$ cat config.mk
export PLATFORM = sky130hd
export DESIGN_NAME = fizzle_fader
export DESIGN_NICKNAME = d
export VERILOG_FILES = /design/src/hdl/fb_pkg.sv /design/src/hdl/fizzle_fader.sv
export SDC_FILE = /design/constraint.sdc
export NUM_CORES = 1
export LEC_CHECK = 0
export ABC_CLOCK_PERIOD_IN_PS = 2100
export BUFFER_PORTS_ARGS = -buffer_cell sky130_fd_sc_hd__buf_4
export CAP_MARGIN = 10
export CORE_UTILIZATION = 53
export CTS_CLUSTER_DIAMETER = 100
export DETAILED_ROUTE_END_ITERATION = 7
export PLACE_DENSITY = 0.75
export SYNTH_ARGS = -nofsm -noshare
export SYNTH_HDL_FRONTEND = slang
export SYNTH_SLANG_ARGS = --single-unit
$ cat constraint.sdc
create_clock -name clk_pix -period 2.1 [get_ports clk_pix]
set_clock_uncertainty 0.15 [all_clocks]
set_input_delay 0.105 -clock clk_pix [delete_from_list [all_inputs] [get_ports clk_pix]]
set_output_delay 0.105 -clock clk_pix [all_outputs]
set_load 0.01 [all_outputs]
$ cat src/hdl/fb_pkg.sv
// ~~~~~~~~~~~~~~~~~~~~~~~~~~~~~~~~~~~~~~~~~~~~~~~~~~~~~~~~~~~~~~~~~~~~
// framebuffer geometry, colour types, palette and fade definitions
// used by the memory, the fader and the scanout
// ~~~~~~~~~~~~~~~~~~~~~~~~~~~~~~~~~~~~~~~~~~~~~~~~~~~~~~~~~~~~~~~~~~~~

`default_nettype none

package fb_pkg;

    localparam int fb_width  = 160;
    localparam int fb_height = 120;
    localparam int fb_pixels = fb_width * fb_height;  // 19200

    typedef logic [14:0] fb_addr_t;  // 2^15 > 19200
    typedef logic [3:0]  cidx_t;

    typedef struct packed {
        logic [3:0] r;
        logic [3:0] g;
        logic [3:0] b;
    } colour_t;

    // 16 colour lookup table, 0 is black and 15 is white
    localparam colour_t palette [16] = '{
        12'h000, 12'h225, 12'h725, 12'h085,
        12'ha53, 12'h555, 12'hccc, 12'hffe,
        12'hf04, 12'hfa0, 12'hfe2, 12'h0e3,
        12'h2af, 12'h879, 12'hf7a, 12'hfff
    };

    localparam cidx_t fade_cidx = 4'd15;

    // galois form of x^15 + x^14 + 1, maximal length
    localparam logic [14:0] lfsr_taps = 15'b110_0000_0000_0000;

    typedef enum logic [1:0] {
        fs_wait,
        fs_fade,
        fs_done
    } fade_state_e;

endpackage

`default_nettype wire

$ cat src/hdl/fizzle_fader.sv
// ~~~~~~~~~~~~~~~~~~~~~~~~~~~~~~~~~~~~~~~~~~~~~~~~~~~~~~~~~~~~~~~~~~~~
// fizzlefade controller, waits a number of frames then walks a 15-bit
// LFSR over the framebuffer and paints each pixel with the fade colour
// ~~~~~~~~~~~~~~~~~~~~~~~~~~~~~~~~~~~~~~~~~~~~~~~~~~~~~~~~~~~~~~~~~~~~

`timescale 1ns/100ps
`default_nettype none

module fizzle_fader #(
    parameter int fade_wait_frames = 600,   // whole frames before fading
    parameter int fade_rate_clks   = 3200   // pixel clocks per lfsr step
) (
    input  wire logic        clk_pix,
    input  wire logic        rst_n,
    input  wire logic        frame,
    output logic             fb_we,
    output fb_pkg::fb_addr_t fb_waddr,
    output fb_pkg::cidx_t    fb_wdata,
    output logic             fade_done
);

    localparam int wait_w = $clog2(fade_wait_frames + 2);
    localparam int rate_w = $clog2(fade_rate_clks + 1);
    localparam logic [14:0] lfsr_seed = 15'd1;

    fb_pkg::fade_state_e state;
    logic [wait_w-1:0]   frame_cnt;
    logic [rate_w-1:0]   rate_cnt;
    logic [14:0]         lfsr;
    logic [14:0]         lfsr_next;
    logic                step;

    always_comb begin
        step      = (state == fb_pkg::fs_fade) && (rate_cnt == rate_w'(fade_rate_clks - 1));
        lfsr_next = lfsr[0] ? ((lfsr >> 1) ^ fb_pkg::lfsr_taps) : (lfsr >> 1);
    end

    always_ff @(posedge clk_pix) begin
        if (!rst_n) begin
            state     <= fb_pkg::fs_wait;
            frame_cnt <= '0;
            rate_cnt  <= '0;
            lfsr      <= lfsr_seed;
            fb_we     <= 1'b0;
            fade_done <= 1'b0;
        end else begin
            fb_we <= 1'b0;
            case (state)
                fb_pkg::fs_wait: begin
                    // first strobe opens frame 0, so compare before counting
                    if (frame) begin
                        if (frame_cnt == wait_w'(fade_wait_frames)) begin
                            state <= fb_pkg::fs_fade;
                        end else begin
                            frame_cnt <= frame_cnt + 1'b1;
                        end
                    end
                end
                fb_pkg::fs_fade: begin
                    rate_cnt <= step ? '0 : rate_cnt + 1'b1;
                    if (step) begin
                        lfsr  <= lfsr_next;
                        // lfsr runs 1..32767, addresses past the image are skipped
                        fb_we <= (lfsr - 1'b1) < fb_pkg::fb_addr_t'(fb_pkg::fb_pixels);
                        if (lfsr_next == lfsr_seed) begin  // full cycle visited
                            state     <= fb_pkg::fs_done;
                            fade_done <= 1'b1;
                        end
                    end
                end
                fb_pkg::fs_done: begin
                    fade_done <= 1'b1;
                end
                default: state <= fb_pkg::fs_wait;
            endcase
        end
    end

    // write address taken from the value before the step
    always_ff @(posedge clk_pix) begin
        if (step) fb_waddr <= lfsr - 1'b1;
    end

    assign fb_wdata = fb_pkg::fade_cidx;

    // zero would lock the lfsr up and the fade would never finish
    a_lfsr_nonzero: assert property (
        @(posedge clk_pix) disable iff (!rst_n)
        lfsr != '0
    );

endmodule

`default_nettype wire

==> metrics.txt <==
largest family of logic cells by synthesized area simple AND/OR/NAND/NOR gates; first-pass GRT wire length 7.907 mm; Area growth, synth to finish 14.54%; Skew-Pair Late Insertion Delay 0.31 ns; FILL cells 384; Max Buffers Root-to-Sink 2; Tcrit/Tclk final between 90% and 100%; CTS tree yes; Tot GR Track Use between 10% and 20%; vias in the first global route 1925; Synth Flop Type dfxtp_1; DIE WIDTH 71.67 µm; P_leak 1.125 nW; Final Power 1.790 mW; sequential element share of the synthesized area 49.42%; Synth Instances 276; maximum clock rate slightly above 0.5 GHz; yosys synthesis warning count 0; Cell variety after synth 46; die height 71.67 µm; Layout Nets roughly 310; I/O pin total 24; Max Cap Violations 0; Seq cells post-synth 56; die area 0.005137 mm²; Ant. Diodes 0; post-route setup TNS 0 ns; core box area about 0.0045 mm²; final hold viol count 0; Final Setup Violations 0; IO buf count 19; crit-path max FO 6; Antenna Nets Post-Route 0; Post-Synth Simple-Gate Area approximately a quarter; most frequent cells in the layout dfxtp_1 (41), nand2_1 (40), nor2_1 (32); 1st-iter DRT viols 93; Starting Density 57.11%; RSZ-0062 raised after global routing false; setup ws final ~0.15 ns; number of buffers created by CTS 5; clk sinks 56; crit end category flip-flop; commonest non-fill, non-tap cell in the layout dfxtp_1; Worst-path clk slew 0.10 ns; dpl ws roughly 0.0095 ns; WP data arrival 1.99 ns; Power Density 607.4 mW/mm²; grt ovf 0; Via Count 1931; Vias/cell 5.394; Startpoint Class flip-flop; mux cell area share after synthesis 0.7782%; outcome finished, final reports clean; peak supply drop 0.0004601 V; antenna violations before repair 0; Final Non-Filler Cells 358; Pre-Repair DR Iteration Count 4; critical path class reg2reg; Post-Route WL around 4.5 mm; Std-Cell Rows 24; Post-Syn Area around 0.0026 mm²; post-DP HPWL 3.246 mm; complex-gate fraction of the synthesized area slightly below 9%; share of layout cells above drive strength 1 16.99%; Avg WL per Cell approximately 13 µm; worst hold path type in2reg; Root Driver clkbuf_8; maximum number of pins on one net before global-route repair 20; fraction of registers with async set/reset 0%; Req. time, crit path 2.14 ns; Slew Limit Fails 0; dpl cells 348; Adder-Cell Fraction of Synth Area under 10%; average size of a mapped cell 9.321 µm²; CTS H-tree lvls 2; post-synthesis xor/xnor area fraction 10.21%; routability cong. 0.8879; detailed-route DRC error count 0; Final min period a little under 2 ns; number of flops mapped to enable cells by yosys 15
==> cell usage after synthesis, types with 2 or more instances <==
cell | number | area share (%)
a211oi_1 | 2 | 0.58
a21oi_1 | 19 | 3.7
and3_1 | 7 | 1.7
buf_2 | 3 | 0.58
buf_4 | 4 | 1.2
clkbuf_1 | 6 | 0.88
dfxtp_1 | 41 | 32
edfxtp_1 | 15 | 18
ha_1 | 4 | 1.9
inv_1 | 8 | 1.2
mux2i_1 | 2 | 0.78
nand2_1 | 40 | 5.8
nand2b_1 | 2 | 0.49
nand3_1 | 12 | 2.3
nand4_1 | 4 | 0.97
nor2_1 | 32 | 4.7
nor2b_1 | 2 | 0.49
nor3_1 | 4 | 0.78
nor3_2 | 3 | 1.2
nor3b_1 | 4 | 1.2
nor4_1 | 2 | 0.49
nor4b_1 | 2 | 0.68
o21a_1 | 2 | 0.58
o21ai_0 | 2 | 0.39
o21ai_1 | 2 | 0.39
or3_1 | 4 | 0.97
xnor2_1 | 16 | 5.4
xor2_1 | 14 | 4.8
==> metrics by stage <==
step,hold WS (ns),cell area [µm²],util [%]
finish,0.1017,2947,65.42
global route,0.1402,2947,65.42
CTS,0.09669,2939,65.25
detailed placement,0.2194,2840,63.06
global placement,0.2089,2840,63.06
floorplan,0.04387,2619,-
==> layer usage <==
layer  up-vias  part of all wire (%)  track usage (%)
met5         -                     0                0
met4         0                   1.5            7.843
met3         4                   2.5            3.516
met2        30                    50            36.27
li1        993                     -                -
met1       904                    46            21.42
==> path summary, 6_finish.rpt <==
check                                  from                        end  slack [ns]  cells past startpoint
setup / recovery       lfsr[1]$_SDFFE_PN0P_           fb_we$_SDFF_PN0_        0.15                      7
setup reg to reg       lfsr[1]$_SDFFE_PN0P_           fb_we$_SDFF_PN0_        0.15                      7
hold reg to reg   frame_cnt[1]$_SDFFE_PN0P_  frame_cnt[1]$_SDFFE_PN0P_        0.35                      2
hold / removal                        frame  frame_cnt[1]$_SDFFE_PN0P_        0.10                      4
==> logic make-up after synthesis <==
logic type	Yosys count
buffers and inverters	23
other	1
AOI/OAI and AO/OA	35
muxes	2
adders and majority gates	4
xor gates and xnor gates	30
and+or+nand+nor	125
DFF	56
==> worst max-delay path, cell delays in order, from the launching register on <==
cell and delay, ns:
dfxtp_1 0.33, inv_2 0.08, ha_4 0.16, or4b_4 0.48
a2111oi_4 0.21, a311oi_1 0.09, o32ai_2 0.23, a211oi_1 0.11
==> cell type report <==
class	instances	area, µm²	area share, %
flip-flops and latches	56	1271	43.14
multi-input cells	200	1225	41.57
repair buffers	33	262.8	8.917
clock buffers	6	72.57	2.463
well taps	52	65.06	2.208
inverters	9	33.78	1.146
clock inverters	2	16.27	0.5520
==> flip-flops by register name, indices dropped and copies added, names as in the netlist <==
register   count
fade_done      1
fb_waddr      15
fb_we          1
frame_cnt     10
lfsr          15
rate_cnt      12
state          2
==> power by group <==
part           switching (mW)  internal (mW)
clock                   0.348          0.238
sequential             0.0136           1.11
combinational          0.0457         0.0301
total                   0.407           1.38
==> what timing repair did <==
action / 4_1_cts / 5_1_grt
hold buffers: 1 / 0
setup buffers: 0 / 1
setup endpoints to repair: 0 / 1
hold endpoints to repair: 4 / 0
resized for setup: 0 / 1
Power figures use the tool's default switching activity.
