$ cat src/hdl/video_pkg.sv
// ~~~~~~~~~~~~~~~~~~~~~~~~~~~~~~~~~~~~~~~~~~~~~~~~~~~~~~~~~~~~~~~~~~~~
// 640x480 display timing constants and the screen coordinate type,
// shared by the timing generator and the scanout path
// ~~~~~~~~~~~~~~~~~~~~~~~~~~~~~~~~~~~~~~~~~~~~~~~~~~~~~~~~~~~~~~~~~~~~

`default_nettype none

package video_pkg;

    // horizontal timing in pixels
    localparam int h_active = 640;
    localparam int h_front  = 16;
    localparam int h_sync   = 96;
    localparam int h_back   = 48;
    localparam int h_total  = h_active + h_front + h_sync + h_back;  // 800

    // vertical timing in lines
    localparam int v_active = 480;
    localparam int v_front  = 10;
    localparam int v_sync   = 2;
    localparam int v_back   = 33;
    localparam int v_total  = v_active + v_front + v_sync + v_back;  // 525

    // 0..799 fits in 10 bits
    typedef logic [9:0] coord_t;

endpackage

`default_nettype wire
$ cat src/hdl/disp_if.sv
// ~~~~~~~~~~~~~~~~~~~~~~~~~~~~~~~~~~~~~~~~~~~~~~~~~~~~~~~~~~~~~~~~~~~~
// display timing bundle, driven by the timing generator and read by
// the scanout path
// ~~~~~~~~~~~~~~~~~~~~~~~~~~~~~~~~~~~~~~~~~~~~~~~~~~~~~~~~~~~~~~~~~~~~

`timescale 1ns/100ps
`default_nettype none

interface disp_if;

    video_pkg::coord_t sx;  // pixel position in line
    video_pkg::coord_t sy;  // line position in frame
    logic hsync;            // active low
    logic vsync;            // active low
    logic de;               // visible area
    logic frame;            // one cycle at sx == 0, sy == 0

    modport source (
        output sx, sy, hsync, vsync, de, frame
    );

    modport sink (
        input sx, sy, hsync, vsync, de, frame
    );

endinterface

`default_nettype wire

$ cat src/hdl/display_timing.sv
// ~~~~~~~~~~~~~~~~~~~~~~~~~~~~~~~~~~~~~~~~~~~~~~~~~~~~~~~~~~~~~~~~~~~~
// 640x480 timing generator, one position per pixel clock, with syncs,
// data enable and a start of frame strobe on the disp_if bundle
// ~~~~~~~~~~~~~~~~~~~~~~~~~~~~~~~~~~~~~~~~~~~~~~~~~~~~~~~~~~~~~~~~~~~~

`timescale 1ns/100ps
`default_nettype none

module display_timing (
    input  wire logic clk_pix,
    input  wire logic rst_n,
    disp_if.source    disp
);

    localparam video_pkg::coord_t h_last   = video_pkg::coord_t'(video_pkg::h_total - 1);
    localparam video_pkg::coord_t v_last   = video_pkg::coord_t'(video_pkg::v_total - 1);
    localparam video_pkg::coord_t hs_start =
        video_pkg::coord_t'(video_pkg::h_active + video_pkg::h_front);
    localparam video_pkg::coord_t hs_end   =
        video_pkg::coord_t'(video_pkg::h_active + video_pkg::h_front + video_pkg::h_sync - 1);
    localparam video_pkg::coord_t vs_start =
        video_pkg::coord_t'(video_pkg::v_active + video_pkg::v_front);
    localparam video_pkg::coord_t vs_end   =
        video_pkg::coord_t'(video_pkg::v_active + video_pkg::v_front + video_pkg::v_sync - 1);

    // position counters
    always_ff @(posedge clk_pix) begin
        if (!rst_n) begin
            disp.sx <= '0;
            disp.sy <= '0;
        end else if (disp.sx == h_last) begin
            disp.sx <= '0;
            disp.sy <= (disp.sy == v_last) ? '0 : disp.sy + 1'b1;  // next line
        end else begin
            disp.sx <= disp.sx + 1'b1;
        end
    end

    // decoded straight from the counters, so syncs line up with sx/sy
    always_comb begin
        disp.hsync = !(disp.sx >= hs_start && disp.sx <= hs_end);
        disp.vsync = !(disp.sy >= vs_start && disp.sy <= vs_end);
        disp.de    = (disp.sx < video_pkg::coord_t'(video_pkg::h_active)) &&
                     (disp.sy < video_pkg::coord_t'(video_pkg::v_active));
        disp.frame = (disp.sx == '0) && (disp.sy == '0);
    end

    // line length never exceeds the total
    a_sx_range: assert property (
        @(posedge clk_pix) disable iff (!rst_n)
        disp.sx < video_pkg::coord_t'(video_pkg::h_total)
    );

endmodule

`default_nettype wire

$ cat src/flat_wrapper.sv
// flat-port wrapper written by rule: the top's interface ports become plain ports
module display_timing_flat 
  (clk_pix, rst_n, disp_sx, disp_sy, disp_hsync, disp_vsync, disp_de, disp_frame);
  disp_if disp_i ();
  input  wire logic clk_pix;
  input  wire logic rst_n;
  output wire logic [$bits(disp_i.sx)-1:0] disp_sx;
  output wire logic [$bits(disp_i.sy)-1:0] disp_sy;
  output wire logic [$bits(disp_i.hsync)-1:0] disp_hsync;
  output wire logic [$bits(disp_i.vsync)-1:0] disp_vsync;
  output wire logic [$bits(disp_i.de)-1:0] disp_de;
  output wire logic [$bits(disp_i.frame)-1:0] disp_frame;
  assign disp_sx = disp_i.sx;
  assign disp_sy = disp_i.sy;
  assign disp_hsync = disp_i.hsync;
  assign disp_vsync = disp_i.vsync;
  assign disp_de = disp_i.de;
  assign disp_frame = disp_i.frame;
  display_timing u_core (.clk_pix(clk_pix), .rst_n(rst_n), .disp(disp_i));
endmodule
$ cat config.mk
export PLATFORM = sky130hd
export DESIGN_NAME = display_timing_flat
export DESIGN_NICKNAME = d
export VERILOG_FILES = /design/src/hdl/video_pkg.sv /design/src/hdl/disp_if.sv /design/src/hdl/display_timing.sv /design/src/flat_wrapper.sv
export SDC_FILE = /design/constraint.sdc
export NUM_CORES = 1
export LEC_CHECK = 0
export ABC_AREA = 1
export BUFFER_PORTS_ARGS = -buffer_cell sky130_fd_sc_hd__buf_2
export CAP_MARGIN = 20
export CORE_ASPECT_RATIO = 0.9
export CORE_MARGIN = 1.5
export CORE_UTILIZATION = 40
export DETAILED_ROUTE_END_ITERATION = 6
export GPL_TIMING_DRIVEN = 0
export SLEW_MARGIN = 20
export SYNTH_ARGS = -nofsm -noshare
export SYNTH_HDL_FRONTEND = slang
export SYNTH_SLANG_ARGS = --single-unit
$ cat constraint.sdc
create_clock -name clk_pix -period 1.66 [get_ports clk_pix]
set_input_delay 0.249 -clock clk_pix [delete_from_list [all_inputs] [get_ports clk_pix]]
set_output_delay 0.249 -clock clk_pix [all_outputs]
set_load 0.1 [all_outputs]
==> results.txt <==
layout cell share with drive strength beyond 1: 38.9%
Via density: 4.90
final-report setup violation count: 1
# IOs: 26
yosys synthesis warning count: 0
cts hold-fix bufs: 0
# Max-Cap Violations: 0
die area: 3290 um2
Post-Synth Simple-Gate Area: 46.3%
syn_nets: 182
max_slew headroom: 67.5%
Hold WC Path Type: in -> reg
status: finished with violations
placer congestion estimate: 0.782
Port-buffer cells: 25
HPWL Detailed: 2170 um
placed cell count: 241
Syn Inst Count: 176
H-tree depth: 1
Worst path max stage delay: 0.37 ns
Adder-Cell Fraction of Synth Area: 4.23%
CP top delay family: simple AND/OR/NAND/NOR gates
first-pass GRT wire length: 4770 um
DRT Wirelength: 2930 um
crit-path max FO: 2
mux share of post-synthesis cell area: 0%
Worst Clk Skew: 0.00512 ns
CTS buffer count: 3
clk sinks: 20
Bufs and invs on worst path: 2
CP max stage cell: dfxtp_4
Starting Density: 42.7%
fillers: 270
cell breakdown of the critical path: inv_4 -> ha_4 -> nand4_1 -> nor2_1 -> nand2_1 -> nor2_4 -> buf_12
Final Core Density: 57.8%
largest net degree at the start of global routing: 11
Post-synth top flop: dfxtp_1
compound-cell area share of the yosys netlist: 4.44%
commonest cells after routing, fill and taps aside: 41 x nand2_1, 26 x nor2_1, 21 x buf_2
routed via count: 1215
area grow syn2layout: 35.3%
Core ar.: 2770 um2
sequential element share of the synthesized area: 33.8%
main combinational cell family by area after synthesis: simple AND/OR/NAND/NOR gates
Critical Path Start: u_core.disp.sy[1]
maximum achievable frequency: 0.595 GHz
Post-Synth XOR/XNOR Area: 2.22%
Clock Latency Late Sink: 0.31 ns
Reg clk slew, reported paths: 0.11 ns
RSZ-0062 raised after global routing: true
Synth Cell Area: 1180 um2
CTS root buffer: clkbuf_4
Slew @ Worst Pin: 0.490 ns
CTS max path bufs: 2
Worst VDD drop: 0.000366 V
die width: 60.3 um
initial DRC count: 72
Synth cell types: 24
reg2reg start: u_core.disp.sx[0]
Critical Path RT: 1.41 ns
Arr. time, crit path: 1.43 ns
area share of the largest cell type after synthesis: 33.8%
Worst Setup Start Kind: flop
Final min period: 1.68 ns
final worst slack: -0.0202 ns
DRT antenna net count: 0
die height: 54.6 um
Async SR Flop Fraction: 0%
Avg Cell Area, Syn: 6.73 um2
Yosys top cell by area: dfxtp_1
Final Max Slew Viols: 0
post-route clock period utilization: 101%
Post-synth EDFFs: 0
vias in the first global route: 1033
All-Layer GR Usage: 20.1%
post-route insts no fill: 248
FP Rows: 18
Avg WL per Cell: 11.8 um
Final nets: 216
Hold Path Origin: rst_n
GRT overflow: 0
register bit total from synthesis: 20
Final Hold Fails: 0
Lkg Pwr: 0.000716 uW
ranking of synthesized cells by area: dfxtp_1 34%, nand2_1 13%, nor2_1 9.8%, nand3_1 7.6%, inv_1 7.3%
initial antenna violation count: 0
pwr dens: 543 nW/um2
commonest non-fill, non-tap cell in the layout: nand2_1
Ant. Diodes: 0
Setup CP Type: reg -> out
drt first pass iters: 4
CP endpoint kind: output port
CTS tree: yes
DRC: 0
violated checks: setup timing
==> cell type report <==
type	count	area [um2]	area share (%)
Clock buffer	3	22.5	1.41
Inverter	24	95.1	5.94
Sequential cell	20	453	28.3
Timing Repair Buffer	30	210	13.1
Multi-Input combinational cell	130	759	47.4
Tap cell	40	50.0	3.12
Buffer	1	11.3	0.703
==> cells by family (layout without fill, tap and decap cells) <==
group                      after synthesis  count (layout)
xor gates and xnor gates                 3               3
adders and majority gates                4               4
buffers and inverters                   26              58
and+or+nand+nor                        113             113
DFF                                     20              20
AOI/OAI and AO/OA                       10              10
==> Yosys cell counts, types with 2 or more instances <==
library cell / count
nor2_1: 31
nand4_1: 5
a21oi_1: 8
nand2_1: 41
nand2_2: 3
dfxtp_1: 20
inv_1: 23
nand3_1: 18
ha_1: 4
nor3b_1: 2
nor2_4: 3
nor3_1: 4
nand2_4: 2
xor2_1: 2
==> state kept, by name (all words and copies together), names as in the netlist <==
register,cells
u_core.disp.sy,10
u_core.disp.sx,10
==> routing by layer <==
| metal | vias up | wire length, um | global-route usage, % |
|---|---|---|---|
| met5 | - | 0 | 0 |
| met4 | 0 | 38 | 7.78 |
| met3 | 4 | 118 | 4.96 |
| met2 | 26 | 1370 | 32.2 |
| met1 | 561 | 1410 | 26.0 |
| li1 | 624 | - | - |
==> worst min-delay path, delay by kind of cell <==
family	cells	cell delay, ns
simple gates	2	0.16
buf+inv	1	0.15
==> through the flow <==
stage | setup TNS [ns] | power, uW | cell area [um2] | worst slack [ns] | hold WS (ns)
after floorplan | -0.636 | 598 | 1280 | -0.312 | 0.391
after global placement | 0 | 618 | 1460 | 0.0450 | 0.426
after detailed placement | 0 | 621 | 1460 | 0.0180 | 0.429
after CTS | -0.0177 | 880 | 1570 | -0.0177 | 0.263
after global routing | -0.224 | 919 | 1600 | -0.158 | 0.271
final | -0.0202 | 869 | 1600 | -0.0202 | 0.274
==> repair_timing <==
action                                  CTS  global route
endpoints found under the setup margin    4             6
gates resized for setup                  16             8
pin swaps                                 4             0
setup buffers                             5             0
==> path summary, 6_finish.rpt <==
path | depth (start not counted) | endpoint | slack [ns]
setup / recovery | 7 | disp_frame | -0.02
hold / removal | 3 | u_core.disp.sx[0] | 0.27
setup reg to reg | 9 | u_core.disp.sy[3] | 0.10
hold reg to reg | 2 | u_core.disp.sx[9] | 0.50
==> report_power, final <==
part	switching, uW	total (uW)	internal (uW)
clock	151	236	84.8
sequential	5.81	477	471
combinational	113	156	43.8
total	270	869	600
Power figures use the tool's default switching activity.
