`config.mk`:
```
export PLATFORM = sky130hd
export DESIGN_NAME = fb_scanout_flat
export DESIGN_NICKNAME = d
export VERILOG_FILES = /design/src/hdl/fb_pkg.sv /design/src/hdl/video_pkg.sv /design/src/hdl/disp_if.sv /design/src/hdl/fb_scanout.sv /design/src/flat_wrapper.sv
export SDC_FILE = /design/constraint.sdc
export NUM_CORES = 1
export LEC_CHECK = 0
export ABC_AREA = 0
export BUFFER_PORTS_ARGS = -buffer_cell sky130_fd_sc_hd__buf_2
export CORE_MARGIN = 8
export CORE_UTILIZATION = 45
export CTS_BUF_LIST = sky130_fd_sc_hd__clkbuf_4 sky130_fd_sc_hd__clkbuf_8 sky130_fd_sc_hd__clkbuf_16
export DETAILED_ROUTE_END_ITERATION = 10
export GPL_TIMING_DRIVEN = 0
export HOLD_SLACK_MARGIN = 0.05
export PLACE_DENSITY = 0.75
export SKIP_LAST_GASP = 1
export SLEW_MARGIN = 30
export SYNTH_ARGS = -nofsm -noshare
export SYNTH_HDL_FRONTEND = slang
export SYNTH_SLANG_ARGS = --single-unit
```
`constraint.sdc`:
```
create_clock -name clk_pix -period 3.1 [get_ports clk_pix]
set_clock_uncertainty 0.15 [all_clocks]
set_input_delay 0.93 -clock clk_pix [delete_from_list [all_inputs] [get_ports clk_pix]]
set_output_delay 0.93 -clock clk_pix [all_outputs]
set_load 0.01 [all_outputs]
```
`src/hdl/fb_pkg.sv`:
```
// ~~~~~~~~~~~~~~~~~~~~~~~~~~~~~~~~~~~~~~~~~~~~~~~~~~~~~~~~~~~~~~~~~~~~
// framebuffer geometry, colour types, palette and fade definitions
// used by the memory, the fader and the scanout
// ~~~~~~~~~~~~~~~~~~~~~~~~~~~~~~~~~~~~~~~~~~~~~~~~~~~~~~~~~~~~~~~~~~~~

`default_nettype none

package fb_pkg;

    localparam int fb_width  = 160;
    localparam int fb_height = 120;
    localparam int fb_pixels = fb_width * fb_height;  // 19200

    typedef logic [14:0] fb_addr_t;  // 2^15 > 19200
    typedef logic [3:0]  cidx_t;

    typedef struct packed {
        logic [3:0] r;
        logic [3:0] g;
        logic [3:0] b;
    } colour_t;

    // 16 colour lookup table, 0 is black and 15 is white
    localparam colour_t palette [16] = '{
        12'h000, 12'h225, 12'h725, 12'h085,
        12'ha53, 12'h555, 12'hccc, 12'hffe,
        12'hf04, 12'hfa0, 12'hfe2, 12'h0e3,
        12'h2af, 12'h879, 12'hf7a, 12'hfff
    };

    localparam cidx_t fade_cidx = 4'd15;

    // galois form of x^15 + x^14 + 1, maximal length
    localparam logic [14:0] lfsr_taps = 15'b110_0000_0000_0000;

    typedef enum logic [1:0] {
        fs_wait,
        fs_fade,
        fs_done
    } fade_state_e;

endpackage

`default_nettype wire

```
`src/hdl/video_pkg.sv`:
```
// ~~~~~~~~~~~~~~~~~~~~~~~~~~~~~~~~~~~~~~~~~~~~~~~~~~~~~~~~~~~~~~~~~~~~
// 640x480 display timing constants and the screen coordinate type,
// shared by the timing generator and the scanout path
// ~~~~~~~~~~~~~~~~~~~~~~~~~~~~~~~~~~~~~~~~~~~~~~~~~~~~~~~~~~~~~~~~~~~~

`default_nettype none

package video_pkg;

    // horizontal timing in pixels
    localparam int h_active = 640;
    localparam int h_front  = 16;
    localparam int h_sync   = 96;
    localparam int h_back   = 48;
    localparam int h_total  = h_active + h_front + h_sync + h_back;  // 800

    // vertical timing in lines
    localparam int v_active = 480;
    localparam int v_front  = 10;
    localparam int v_sync   = 2;
    localparam int v_back   = 33;
    localparam int v_total  = v_active + v_front + v_sync + v_back;  // 525

    // 0..799 fits in 10 bits
    typedef logic [9:0] coord_t;

endpackage

`default_nettype wire
```
`src/hdl/disp_if.sv`:
```
// ~~~~~~~~~~~~~~~~~~~~~~~~~~~~~~~~~~~~~~~~~~~~~~~~~~~~~~~~~~~~~~~~~~~~
// display timing bundle, driven by the timing generator and read by
// the scanout path
// ~~~~~~~~~~~~~~~~~~~~~~~~~~~~~~~~~~~~~~~~~~~~~~~~~~~~~~~~~~~~~~~~~~~~

`timescale 1ns/100ps
`default_nettype none

interface disp_if;

    video_pkg::coord_t sx;  // pixel position in line
    video_pkg::coord_t sy;  // line position in frame
    logic hsync;            // active low
    logic vsync;            // active low
    logic de;               // visible area
    logic frame;            // one cycle at sx == 0, sy == 0

    modport source (
        output sx, sy, hsync, vsync, de, frame
    );

    modport sink (
        input sx, sy, hsync, vsync, de, frame
    );

endinterface

`default_nettype wire

```
`src/hdl/fb_scanout.sv`:
```
// ~~~~~~~~~~~~~~~~~~~~~~~~~~~~~~~~~~~~~~~~~~~~~~~~~~~~~~~~~~~~~~~~~~~~
// framebuffer scanout, reads the top-left 160x120 area in raster order,
// maps indices through the palette and delay-matches the syncs
// ~~~~~~~~~~~~~~~~~~~~~~~~~~~~~~~~~~~~~~~~~~~~~~~~~~~~~~~~~~~~~~~~~~~~

`timescale 1ns/100ps
`default_nettype none

module fb_scanout (
    input  wire logic             clk_pix,
    input  wire logic             rst_n,
    disp_if.sink                  disp,
    output fb_pkg::fb_addr_t      fb_raddr,
    input  wire fb_pkg::cidx_t    fb_rdata,
    output logic                  vga_hsync,
    output logic                  vga_vsync,
    output logic [3:0]            vga_r,
    output logic [3:0]            vga_g,
    output logic [3:0]            vga_b
);

    // bram read and index register ahead of the output register
    localparam int lat = 2;
    localparam fb_pkg::fb_addr_t last_addr = fb_pkg::fb_addr_t'(fb_pkg::fb_pixels - 1);

    logic               paint;
    fb_pkg::fb_addr_t   addr_q;
    fb_pkg::cidx_t      cidx_q;
    fb_pkg::colour_t    colr;
    logic [lat-1:0]     paint_sr;
    logic [lat-1:0]     hsync_sr;
    logic [lat-1:0]     vsync_sr;

    always_comb begin
        paint = disp.de &&
                (disp.sx < video_pkg::coord_t'(fb_pkg::fb_width)) &&
                (disp.sy < video_pkg::coord_t'(fb_pkg::fb_height));
        // address for the current pixel, forced to 0 on the frame strobe
        fb_raddr = disp.frame ? '0 : addr_q;
    end

    // wraps after the last pixel so it is already 0 at the next frame
    always_ff @(posedge clk_pix) begin
        if (!rst_n) begin
            addr_q <= '0;
        end else if (paint) begin
            addr_q <= (fb_raddr == last_addr) ? '0 : fb_raddr + 1'b1;
        end
    end

    always_ff @(posedge clk_pix) begin
        cidx_q <= fb_rdata;  // breaks bram to palette path
    end

    always_ff @(posedge clk_pix) begin
        if (!rst_n) begin
            paint_sr <= '0;
            hsync_sr <= '1;  // syncs idle high
            vsync_sr <= '1;
        end else begin
            paint_sr <= {paint, paint_sr[lat-1:1]};
            hsync_sr <= {disp.hsync, hsync_sr[lat-1:1]};
            vsync_sr <= {disp.vsync, vsync_sr[lat-1:1]};
        end
    end

    // black outside the image
    always_comb colr = paint_sr[0] ? fb_pkg::palette[cidx_q] : '0;

    always_ff @(posedge clk_pix) begin
        if (!rst_n) begin
            vga_hsync <= 1'b1;
            vga_vsync <= 1'b1;
            vga_r     <= '0;
            vga_g     <= '0;
            vga_b     <= '0;
        end else begin
            vga_hsync <= hsync_sr[0];
            vga_vsync <= vsync_sr[0];
            vga_r     <= colr.r;
            vga_g     <= colr.g;
            vga_b     <= colr.b;
        end
    end

    // read address must land inside the image
    a_raddr_range: assert property (
        @(posedge clk_pix) disable iff (!rst_n)
        fb_raddr < fb_pkg::fb_addr_t'(fb_pkg::fb_pixels)
    );

endmodule

`default_nettype wire

```
`src/flat_wrapper.sv`:
```
// flat-port wrapper written by rule: the top's interface ports become plain ports
module fb_scanout_flat 
  (clk_pix, rst_n, fb_raddr, fb_rdata, vga_hsync, vga_vsync, vga_r, vga_g, vga_b, disp_sx, disp_sy, disp_hsync, disp_vsync, disp_de, disp_frame);
  disp_if disp_i ();
  input  wire logic clk_pix;
  input  wire logic rst_n;
  output fb_pkg::fb_addr_t fb_raddr;
  input  wire fb_pkg::cidx_t fb_rdata;
  output logic vga_hsync;
  output logic vga_vsync;
  output logic [3:0] vga_r;
  output logic [3:0] vga_g;
  output logic [3:0] vga_b;
  input wire logic [$bits(disp_i.sx)-1:0] disp_sx;
  input wire logic [$bits(disp_i.sy)-1:0] disp_sy;
  input wire logic [$bits(disp_i.hsync)-1:0] disp_hsync;
  input wire logic [$bits(disp_i.vsync)-1:0] disp_vsync;
  input wire logic [$bits(disp_i.de)-1:0] disp_de;
  input wire logic [$bits(disp_i.frame)-1:0] disp_frame;
  assign disp_i.sx = disp_sx;
  assign disp_i.sy = disp_sy;
  assign disp_i.hsync = disp_hsync;
  assign disp_i.vsync = disp_vsync;
  assign disp_i.de = disp_de;
  assign disp_i.frame = disp_frame;
  fb_scanout u_core (.clk_pix(clk_pix), .rst_n(rst_n), .disp(disp_i), .fb_raddr(fb_raddr), .fb_rdata(fb_rdata), .vga_hsync(vga_hsync), .vga_vsync(vga_vsync), .vga_r(vga_r), .vga_g(vga_g), .vga_b(vga_b));
endmodule
```
==> results of run 1 <==
## cell families (layout without fill, tap and decap cells)
| logic type | count (synthesis) | count (layout) | share of synthesized area |
|---|---|---|---|
| DFF | 39 | 39 | 0.414 |
| xor gates and xnor gates | 1 | 1 | 0.00465 |
| and+or+nand+nor | 109 | 109 | 0.325 |
| AOI/OAI and AO/OA | 50 | 50 | 0.153 |
| buffers and inverters | 19 | 76 | 0.0398 |
| muxes | 3 | 3 | 0.0159 |
| adders and majority gates | 7 | 7 | 0.0465 |
## critical path, delay by kind of cell
| kind | cells | cell delay [ps] |
|---|---|---|
| fa+ha+maj | 1 | 170 |
| simple gates | 4 | 1150 |
| compound gates | 1 | 140 |
| buf+inv | 4 | 700 |
## worst paths after layout
check,endpoint,cells past startpoint
setup reg to reg,u_core.addr_q[8],6
setup / recovery,u_core.addr_q[8],10
hold reg to reg,u_core.vga_vsync,1
hold / removal,u_core.vga_vsync,1
## metal layers
layer / up-vias / track usage / wire length, µm
met4: 0 / 0.0536 / 67
met1: 798 / 0.180 / 2160
li1: 920 / - / -
met3: 5 / 0.0402 / 283
met5: - / 0 / 0
met2: 52 / 0.226 / 2010
## registers in the layout, indices dropped and copies added, names as in the netlist
register	flops
u_core.vsync_sr	2
u_core.paint_sr	2
u_core.cidx_q	4
u_core.vga_vsync	1
u_core.vga_g	4
u_core.vga_r	4
u_core.addr_q	15
u_core.vga_hsync	1
u_core.vga_b	4
u_core.hsync_sr	2
## synth_stat cells (2+ instances only)
master	number	area [µm²]
dfxtp_1	39	781
nor2_1	21	78.8
nand2_1	19	71.3
nor2b_1	19	119
o21ai_0	18	90.1
a21oi_1	16	80.1
nor3_1	9	45.0
clkbuf_1	8	30.0
nand3_1	8	40.0
a31oi_1	7	43.8
ha_1	7	87.6
inv_1	7	26.3
nand4_1	7	43.8
nand2b_1	6	37.5
a22oi_1	4	30.0
buf_2	3	15.0
mux2i_1	3	30.0
or4_1	3	22.5
and2_1	2	12.5
and4_1	2	17.5
nor4_1	2	12.5
o21a_1	2	15.0
## power by group
| group | internal [mW] | leakage (nW) | switching, mW |
|---|---|---|---|
| registers | 0.507 | 0.317 | 0.00376 |
| logic | 0.0321 | 0.609 | 0.0439 |
| clock network | 0.175 | 0.0470 | 0.175 |
| total | 0.713 | 0.973 | 0.223 |
## cell type report
class,instances,area (µm²),area share
well taps,50,62.6,0.0270
clock buffers,6,82.6,0.0356
repair buffers,50,250,0.108
inverters,7,26.3,0.0113
flip-flops and latches,39,781,0.337
multi-input cells,170,1050,0.454
plain buffers,12,57.6,0.0248
clock inverters,1,5.00,0.00216
## what timing repair did
action,CTS,global route
resized for setup,3,4
endpoints found under the setup margin,18,10
buffers inserted,0,0
endpoints found under the hold margin,0,0
pin swaps,0,1
## cell usage in the layout, fill, tap and decap left out, drive strengths merged, types with 3 or more instances in the layout
cell type and count:
a21oi 16, a22oi 4, a31oi 7, buf 56, clkbuf 12, dfxtp 39, ha 7, inv 7
mux2i 3, nand2 19, nand2b 6, nand3 8, nand4 7, nor2 22, nor2b 19, nor3 9
nor4 3, o21ai 18, or4 3
==> flow_summary_export.csv, run 1 <==
group,metric,value,unit
placed_design,place_hpwl,3260,µm
global_route,grt_pass1_vias,1666,
floorplan,design.die.area,6510,µm²
global_route,grt_max_degree,12,
outcome,status,"finished clean",
critical_path,cp_common_cell,"buf_2",
cts,cts_sinks,39,
cts,clk_latency,290,ps
drt,via_per_inst,5.30,
power_and_ir_drop,power_density,404,nW/µm²
cts,clock_path_buffers,2,
critical_path,required,3180,ps
placed_design,dp.cells,328,
critical_path,cp_max_fo,10,
synthesis,ys_seq_area_frac,0.414,
timing,timing.fmax,331,MHz
layout,antenna_cells,0,
synthesis,syn_nets,265,
timing,rsz0062_at_grt,"false",
cts,cts_tree,"built",
cts,numCtsBuffers,5,
cts,htreeDepth,2,
cts,clkTransAtPathRegs,70,ps
critical_path,path_class,"in -> reg",
critical_path,crit_path_start_kind,"input pin",
placed_design,gp_congestion,0.892,
critical_path,crit_chain,"buf_2 > buf_2 > buf_4 > clkbuf_4 > nor2b_4 > ha_4 > nand4_1 > or2_1 > or4_1 > a21oi_2",
layout,final_cell_area,2320,µm²
critical_path,r2r_slack,810,ps
run,drv_cap,0,
global_route,grt_pass1_wl,7490,µm
synthesis,synth.avg_cell_area,8.26,µm²
synthesis,ys_ff_latch,39,
timing,setup_viol,0,
layout,drive_gt1_frac,0.249,
drt,vias,1775,
layout,final_cells,335,
floorplan,start_util,0.468,
power_and_ir_drop,p_total,0.937,mW
drt,wl_per_cell,13.5,µm
floorplan,fp.dieH,80.7,µm
layout,area_delta_synth_final,23.0,%
critical_path,max_stage_delay,500,ps
placed_design,placed_cell_area,2210,µm²
timing,fin_ws,77.2,ps
floorplan,fp.dieW,80.7,µm
drt,ant_nets,0,
timing,period_needed,3020,ps
drt,wl,4520,µm
floorplan,pin_count,59,
layout,nFillCells,398,
drt,first_pass_iters,4,
synthesis,ys_async_sr_fraction,0,
timing,hold_violations,0,
drt,first_iter_violations,100,
power_and_ir_drop,peakVddDrop,167,µV
synthesis,yosysWarnings,0,
floorplan,rows,23,
placed_design,io_buffers,50,
timing,fin_setup_tns,0,ps
synthesis,synthFlopType,"dfxtp_1",
critical_path,timing.rr.start,"u_core.addr_q[0]",
floorplan,coreArea,4030,µm²
global_route,grt_antenna_before_repair,0,
global_route,grt_overflow_total,0,
critical_path,endpoint_kind,"register",
timing,finalCritPeriodShare,0.975,
synthesis,yosysUniqueCellTypes,38,
timing,max_slew_margin,0.717,
layout,post-route-util,0.575,
layout,layout.nets,322,
critical_path,startpoint,"disp_frame",
timing,worstMarginPinSlew,420,ps
synthesis,netlist_instances,228,
global_route,grt_use_total,0.143,
cts,root_buffer,"clkbuf_8",
critical_path,cp_slowest_cell,"or4_1",
min_path,hold_path_class,"reg -> reg",
drt,remaining_drc_errors,0,
placed_design,place_ws,-421,ps
cts,hold_buffers,0,
critical_path,cp.arrival,3100,ps
synthesis,syn_area,1880,µm²
power_and_ir_drop,p_leak,0.973,nW
timing,slew_violations,0,
timing,fin_hold_ws,257,ps
min_path,hp-start,"u_core.vsync_sr[0]",
synthesis,synth-edff-count,0,
Power figures use the tool's default switching activity.
==> inputs of run 2 (changes only) <==
--- a/config.mk
+++ b/config.mk
@@ -7,7 +7,6 @@
 export LEC_CHECK = 0
 export ABC_AREA = 0
 export BUFFER_PORTS_ARGS = -buffer_cell sky130_fd_sc_hd__buf_2
-export CORE_MARGIN = 8
 export CORE_UTILIZATION = 45
 export CTS_BUF_LIST = sky130_fd_sc_hd__clkbuf_4 sky130_fd_sc_hd__clkbuf_8 sky130_fd_sc_hd__clkbuf_16
 export DETAILED_ROUTE_END_ITERATION = 10
==> run 2 against run 1 <==
Total power is 7.7% higher. Via count increased by 3.3%. The flow now finishes with violations (DRC). Register-to-register slack better by 80 ps. Count of clock-buffer cells in the layout fell by 1. Critical endpoint is now fb_raddr[5]. Final area increased by 2.4%.
==> flow_summary_export.csv, run 2 (synthesized netlist as in run 1, its figures left out) <==
group,metric,value,unit
global_route,grt_antenna_before_repair,0,
timing,worstMarginPinSlew,399,ps
placed_design,place_hpwl,2930,µm
power_and_ir_drop,p_total,1.01,mW
outcome,violations,"DRC",
timing,max_slew_margin,0.734,
critical_path,max_stage_delay,240,ps
critical_path,timing.rr.start,"u_core.addr_q[0]",
drt,vias,1833,
global_route,grt_pass1_wl,6890,µm
critical_path,crit_end,"fb_raddr[5]",
drt,ant_nets,0,
placed_design,place_ws,-388,ps
critical_path,r2r_end,"u_core.addr_q[10]",
critical_path,cp_max_fo,10,
global_route,grt_max_degree,14,
min_path,hold_path_class,"reg -> reg",
cts,clk_latency,290,ps
drt,first_iter_violations,152,
run,drv_cap,0,
placed_design,io_buffers,50,
global_route,grt_use_total,0.208,
floorplan,start_util,0.471,
critical_path,cp.arrival,1910,ps
placed_design,placed_cell_area,2210,µm²
timing,setup_viol,0,
critical_path,cp_common_cell,"buf_2",
critical_path,path_delay_family,"buffers and inverters",
critical_path,path_class,"in -> out",
global_route,grt_pass1_vias,1556,
floorplan,pin_count,59,
drt,first_pass_iters,8,
cts,clkTransAtPathRegs,80,ps
critical_path,rr_worst_depth,7,
critical_path,crit_path_start_kind,"input pin",
cts,numCtsBuffers,5,
critical_path,startpoint,"disp_frame",
layout,regMostFlops,"u_core.addr_q",
outcome,status,"finished, violations left",
critical_path,cp_slowest_cell,"clkbuf_4",
cts,root_buffer,"clkbuf_8",
cts,cts_tree,"built",
critical_path,endpoint_kind,"output pin",
placed_design,gp_congestion,0.833,
layout,layout_commonest_cell,"buf_2",
layout,layout.nets,326,
power_and_ir_drop,power_density,425,nW/µm²
power_and_ir_drop,p_leak,1.02,nW
critical_path,cp_num_buf_inv,5,
cts,htreeDepth,2,
timing,hold_violations,0,
floorplan,fp.dieH,66.7,µm
cts,clock_path_buffers,2,
floorplan,design.die.area,4450,µm²
layout,antenna_cells,0,
layout,area_delta_synth_final,26.0,%
drt,via_per_inst,5.39,
timing,slew_violations,0,
placed_design,dp.cells,328,
layout,post-route-util,0.593,
timing,finalCritPeriodShare,0.963,
layout,drive_gt1_frac,0.262,
cts,cts_sinks,39,
timing,period_needed,2990,ps
critical_path,cp.depth,6,
layout,largest_reg_flops,15,
floorplan,fp.dieW,66.7,µm
drt,wl,4170,µm
layout,final_cell_area,2370,µm²
timing,fin_ws,113,ps
global_route,grt_overflow_total,0,
timing,rsz0062_at_grt,"false",
layout,mostFrequentLayoutCells,"54 x buf_2, 39 x dfxtp_1, 21 x nor2_1",
floorplan,coreArea,4000,µm²
timing,timing.fmax,335,MHz
floorplan,rows,23,
power_and_ir_drop,peakVddDrop,251,µV
layout,nFillCells,368,
critical_path,r2r_slack,890,ps
drt,wl_per_cell,12.3,µm
layout,final_cells,340,
drt,remaining_drc_errors,2,
critical_path,required,2020,ps
critical_path,crit_chain,"buf_2 > buf_2 > buf_4 > clkbuf_4 > nor2b_1 > buf_2",
[run 2: changes by cell type in the layout (fill, tap and decap cells not counted), sizes merged]
| cell | previous run | this run |
|---|---|---|
| buf | 56 | 60 |
| bufinv | 0 | 1 |
| clkbuf | 12 | 11 |
| clkinv | 1 | 2 |
[run 2: how the worst min path moves through the flow]
stage,slack (ps),cells past startpoint,startpoint,to
after floorplan,240,1,u_core.hsync_sr[1],u_core.hsync_sr[0]
after global placement,240,1,u_core.vsync_sr[0],u_core.vga_vsync
after detailed placement,240,1,u_core.hsync_sr[0],u_core.vga_hsync
after CTS,260,1,u_core.hsync_sr[0],u_core.vga_hsync
after global routing,270,1,u_core.hsync_sr[0],u_core.vga_hsync
final,260,1,u_core.hsync_sr[1],u_core.hsync_sr[0]
[run 2: cell type report]
cell class	instances	area, µm²	share of cell area
buffer	12	57.6	0.0242
clock buffer	5	68.8	0.0290
clock inverter	3	43.8	0.0185
inverter	7	26.3	0.0111
multi-input combinational	170	1050	0.444
sequential	39	781	0.329
tap	50	62.6	0.0264
timing repair buffer	54	280	0.118
[run 2: power breakdown]
part           switching [mW]  internal [mW]  leakage [nW]
clock                   0.182          0.240        0.0581
combinational          0.0445         0.0322         0.645
sequential            0.00380          0.507         0.317
[run 2: repair_timing]
| item | CTS | global route |
|---|---|---|
| endpoints found under the setup margin | 20 | 21 |
| setup buffers | 0 | 4 |
| pin swaps | 0 | 1 |
| hold buffers | 0 | 0 |
| resized for setup | 2 | 6 |
[run 2: routing by layer]
layer,vias to the layer above,GRT usage,share of wire
met5,-,0,0
met4,0,0.101,0.016
met3,8,0.0565,0.065
met2,67,0.352,0.50
met1,834,0.239,0.42
li1,924,-,-
[run 2: worst reg2reg max path: cells and delay by family, from the launching register on]
kind	cells	cell delay (ps)
flip-flops	1	410
adder cells (fa/ha/maj)	1	270
AO/OA/AOI/OAI	1	140
AND/OR/NAND/NOR	5	1170
[run 2: per-stage QoR]
| stage | hold slack, ps | TNS [ps] |
|---|---|---|
| 2_1_floorplan | 236 | 0 |
| 3_3_place_gp | 238 | -5710 |
| 3_5_place_dp | 241 | -5800 |
| 4_1_cts | 260 | 0 |
| 5_1_grt | 272 | 0 |
| 6_report | 256 | 0 |
==> inputs of run 3 (changes only) <==
--- a/config.mk
+++ b/config.mk
@@ -12,7 +12,7 @@
 export DETAILED_ROUTE_END_ITERATION = 10
 export GPL_TIMING_DRIVEN = 0
 export HOLD_SLACK_MARGIN = 0.05
-export PLACE_DENSITY = 0.75
+export PLACE_DENSITY = 0.86
 export SKIP_LAST_GASP = 1
 export SLEW_MARGIN = 30
 export SYNTH_ARGS = -nofsm -noshare
==> run 3 against run 2 <==
The flow now finishes without violations. Largest cell class unchanged. Sequential share of layout area is 0.087 points higher. Critical path type is now in -> reg. Clock power hardly changed. Count of clock-buffer cells in the layout stayed put. Largest power group unchanged. Die area stayed put. Global-route usage is 0.17 points higher. Final area is 0.26% lower.
==> flow_summary_export.csv, run 3 (synthesized netlist as in run 1, its figures left out) <==
group,metric,value,unit
critical_path,crit_chain,"buf_2 > buf_2 > clkbuf_4 > buf_4 > nor2b_4 > ha_2 > nand4_1 > buf_4 > nor4_4 > nor2_1 > o21ai_0 > a31oi_1",
critical_path,path_class,"in -> reg",
cts,cts_sinks,39,
layout,nFillCells,373,
global_route,grt_use_total,0.210,
critical_path,crit_path_start_kind,"input pin",
power_and_ir_drop,p_total,1.01,mW
timing,finalCritPeriodShare,0.981,
power_and_ir_drop,swShare,0.228,
critical_path,cp_max_fo,10,
layout,antenna_cells,0,
critical_path,endpoint_kind,"register",
power_and_ir_drop,peakVddDrop,199,µV
critical_path,cp_slowest_cell,"nor4_4",
drt,via_per_inst,5.41,
power_and_ir_drop,seq_power_share,0.506,
floorplan,coreArea,4000,µm²
critical_path,path_delay_family,"buffers and inverters",
placed_design,gp_congestion,0.873,
cts,root_buffer,"clkbuf_8",
drt,ant_nets,0,
global_route,busiest_layer,"met2",
global_route,grt_use_met3,0.0531,
power_and_ir_drop,power_density,426,nW/µm²
critical_path,cp_num_buf_inv,5,
power_and_ir_drop,p_leak,1.00,nW
floorplan,design.die.area,4450,µm²
floorplan,fp.dieH,66.7,µm
power_and_ir_drop,internal_power,0.778,mW
cts,htreeDepth,2,
critical_path,r2r_end,"u_core.addr_q[11]",
global_route,grt_pass1_vias,1647,
drt,wl_per_cell,12.8,µm
cts,numCtsBuffers,5,
layout,layout_commonest_cell,"buf_2",
layout,largest_reg_flops,15,
layout,layout.nets,326,
timing,worstMarginPinSlew,405,ps
timing,period_needed,3040,ps
timing,max_slew_margin,0.729,
global_route,grt_overflow_total,0,
global_route,grt_max_degree,14,
critical_path,rr_worst_depth,8,
placed_design,place_hpwl,2970,µm
critical_path,cp.arrival,3060,ps
drt,first_pass_iters,4,
cts,cts_tree,"built",
critical_path,required,3120,ps
timing,hold_violations,0,
power_and_ir_drop,p_comb_frac,0.075,
drt,first_iter_violations,219,
critical_path,max_stage_delay,270,ps
min_path,whs_path_depth,1,
cts,clkTransAtPathRegs,80,ps
timing,setup_viol,0,
layout,final_cell_area,2370,µm²
cts,hold_buffers,0,
timing,slew_violations,0,
placed_design,dp.cells,328,
layout,final_cells,340,
floorplan,fp.dieW,66.7,µm
drt,remaining_drc_errors,0,
floorplan,start_util,0.471,
min_path,hold_path_class,"reg -> reg",
timing,timing.fmax,329,MHz
drt,vias,1840,
global_route,use_met1,0.225,
layout,regMostFlops,"u_core.addr_q",
drt,wl,4360,µm
critical_path,timing.rr.start,"u_core.addr_q[0]",
min_path,hp-start,"u_core.vsync_sr[1]",
cts,clk_latency,290,ps
run,drv_cap,0,
timing,fin_hold_ws,257,ps
min_path,holdPathEnd,"u_core.vsync_sr[0]",
power_and_ir_drop,p_switching,0.230,mW
layout,area_delta_synth_final,25.6,%
layout,drive_gt1_frac,0.266,
outcome,status,"finished clean",
cts,clock_path_buffers,2,
layout,mostFrequentLayoutCells,"54 x buf_2, 39 x dfxtp_1, 21 x nor2_1",
placed_design,io_buffers,50,
floorplan,pin_count,59,
placed_design,placed_cell_area,2210,µm²
global_route,grt_antenna_before_repair,0,
global_route,use_met2,0.364,
critical_path,r2r_slack,840,ps
floorplan,rows,23,
global_route,grt_pass1_wl,6990,µm
power_and_ir_drop,p_clk_frac,0.418,
## run 3: how the worst max path moves through the flow
stage | depth (start not counted) | slack, ps | endpoint | startpoint
after floorplan | 9 | 30 | u_core.addr_q[8] | disp_frame
final | 12 | 60 | u_core.addr_q[11] | disp_frame
after global routing | 12 | -30 | u_core.addr_q[11] | disp_frame
after global placement | 10 | -400 | u_core.addr_q[8] | disp_frame
after CTS | 6 | 0.09 | fb_raddr[5] | disp_frame
after detailed placement | 11 | -410 | u_core.addr_q[11] | disp_frame
## run 3: final cells by class
cell class	instances	area, µm²	share of cell area
multi-input combinational	170	1050	0.442
sequential	39	781	0.330
timing repair buffer	54	280	0.118
clock buffer	5	68.8	0.0291
tap	50	62.6	0.0264
buffer	12	57.6	0.0243
clock inverter	3	43.8	0.0185
inverter	7	26.3	0.0111
## run 3: per-stage QoR
stage           util  worst slack, ps  TNS (ps)
2_1_floorplan      -             25.9         0
3_3_place_gp   0.552             -403     -5650
3_5_place_dp   0.552             -411     -6100
4_1_cts        0.581           0.0948         0
5_1_grt        0.592            -28.6      -124
6_report       0.592             58.2         0
## run 3: layer usage
metal	routed length, µm	part of all wire	up-vias
met3	280	0.064	12
met2	2120	0.49	69
met1	1840	0.42	832
li1	-	-	927
met5	0	0	-
met4	121	0.028	0
## run 3: power by group through the flow
stage | Sequential (mW) | Clock, mW | Combinational (mW)
final | 0.510 | 0.422 | 0.0761
after global routing | 0.511 | 0.452 | 0.0849
after CTS | 0.510 | 0.432 | 0.0748
after detailed placement | 0.522 | 0 | 0.0739
after global placement | 0.522 | 0 | 0.0723
after floorplan | 0.522 | 0 | 0.0484
## run 3: timing repair
item / in CTS / in global routing
endpoints found under the setup margin: 19 / 22
pin swaps: 0 / 2
setup buffers: 0 / 4
resized for setup: 2 / 6
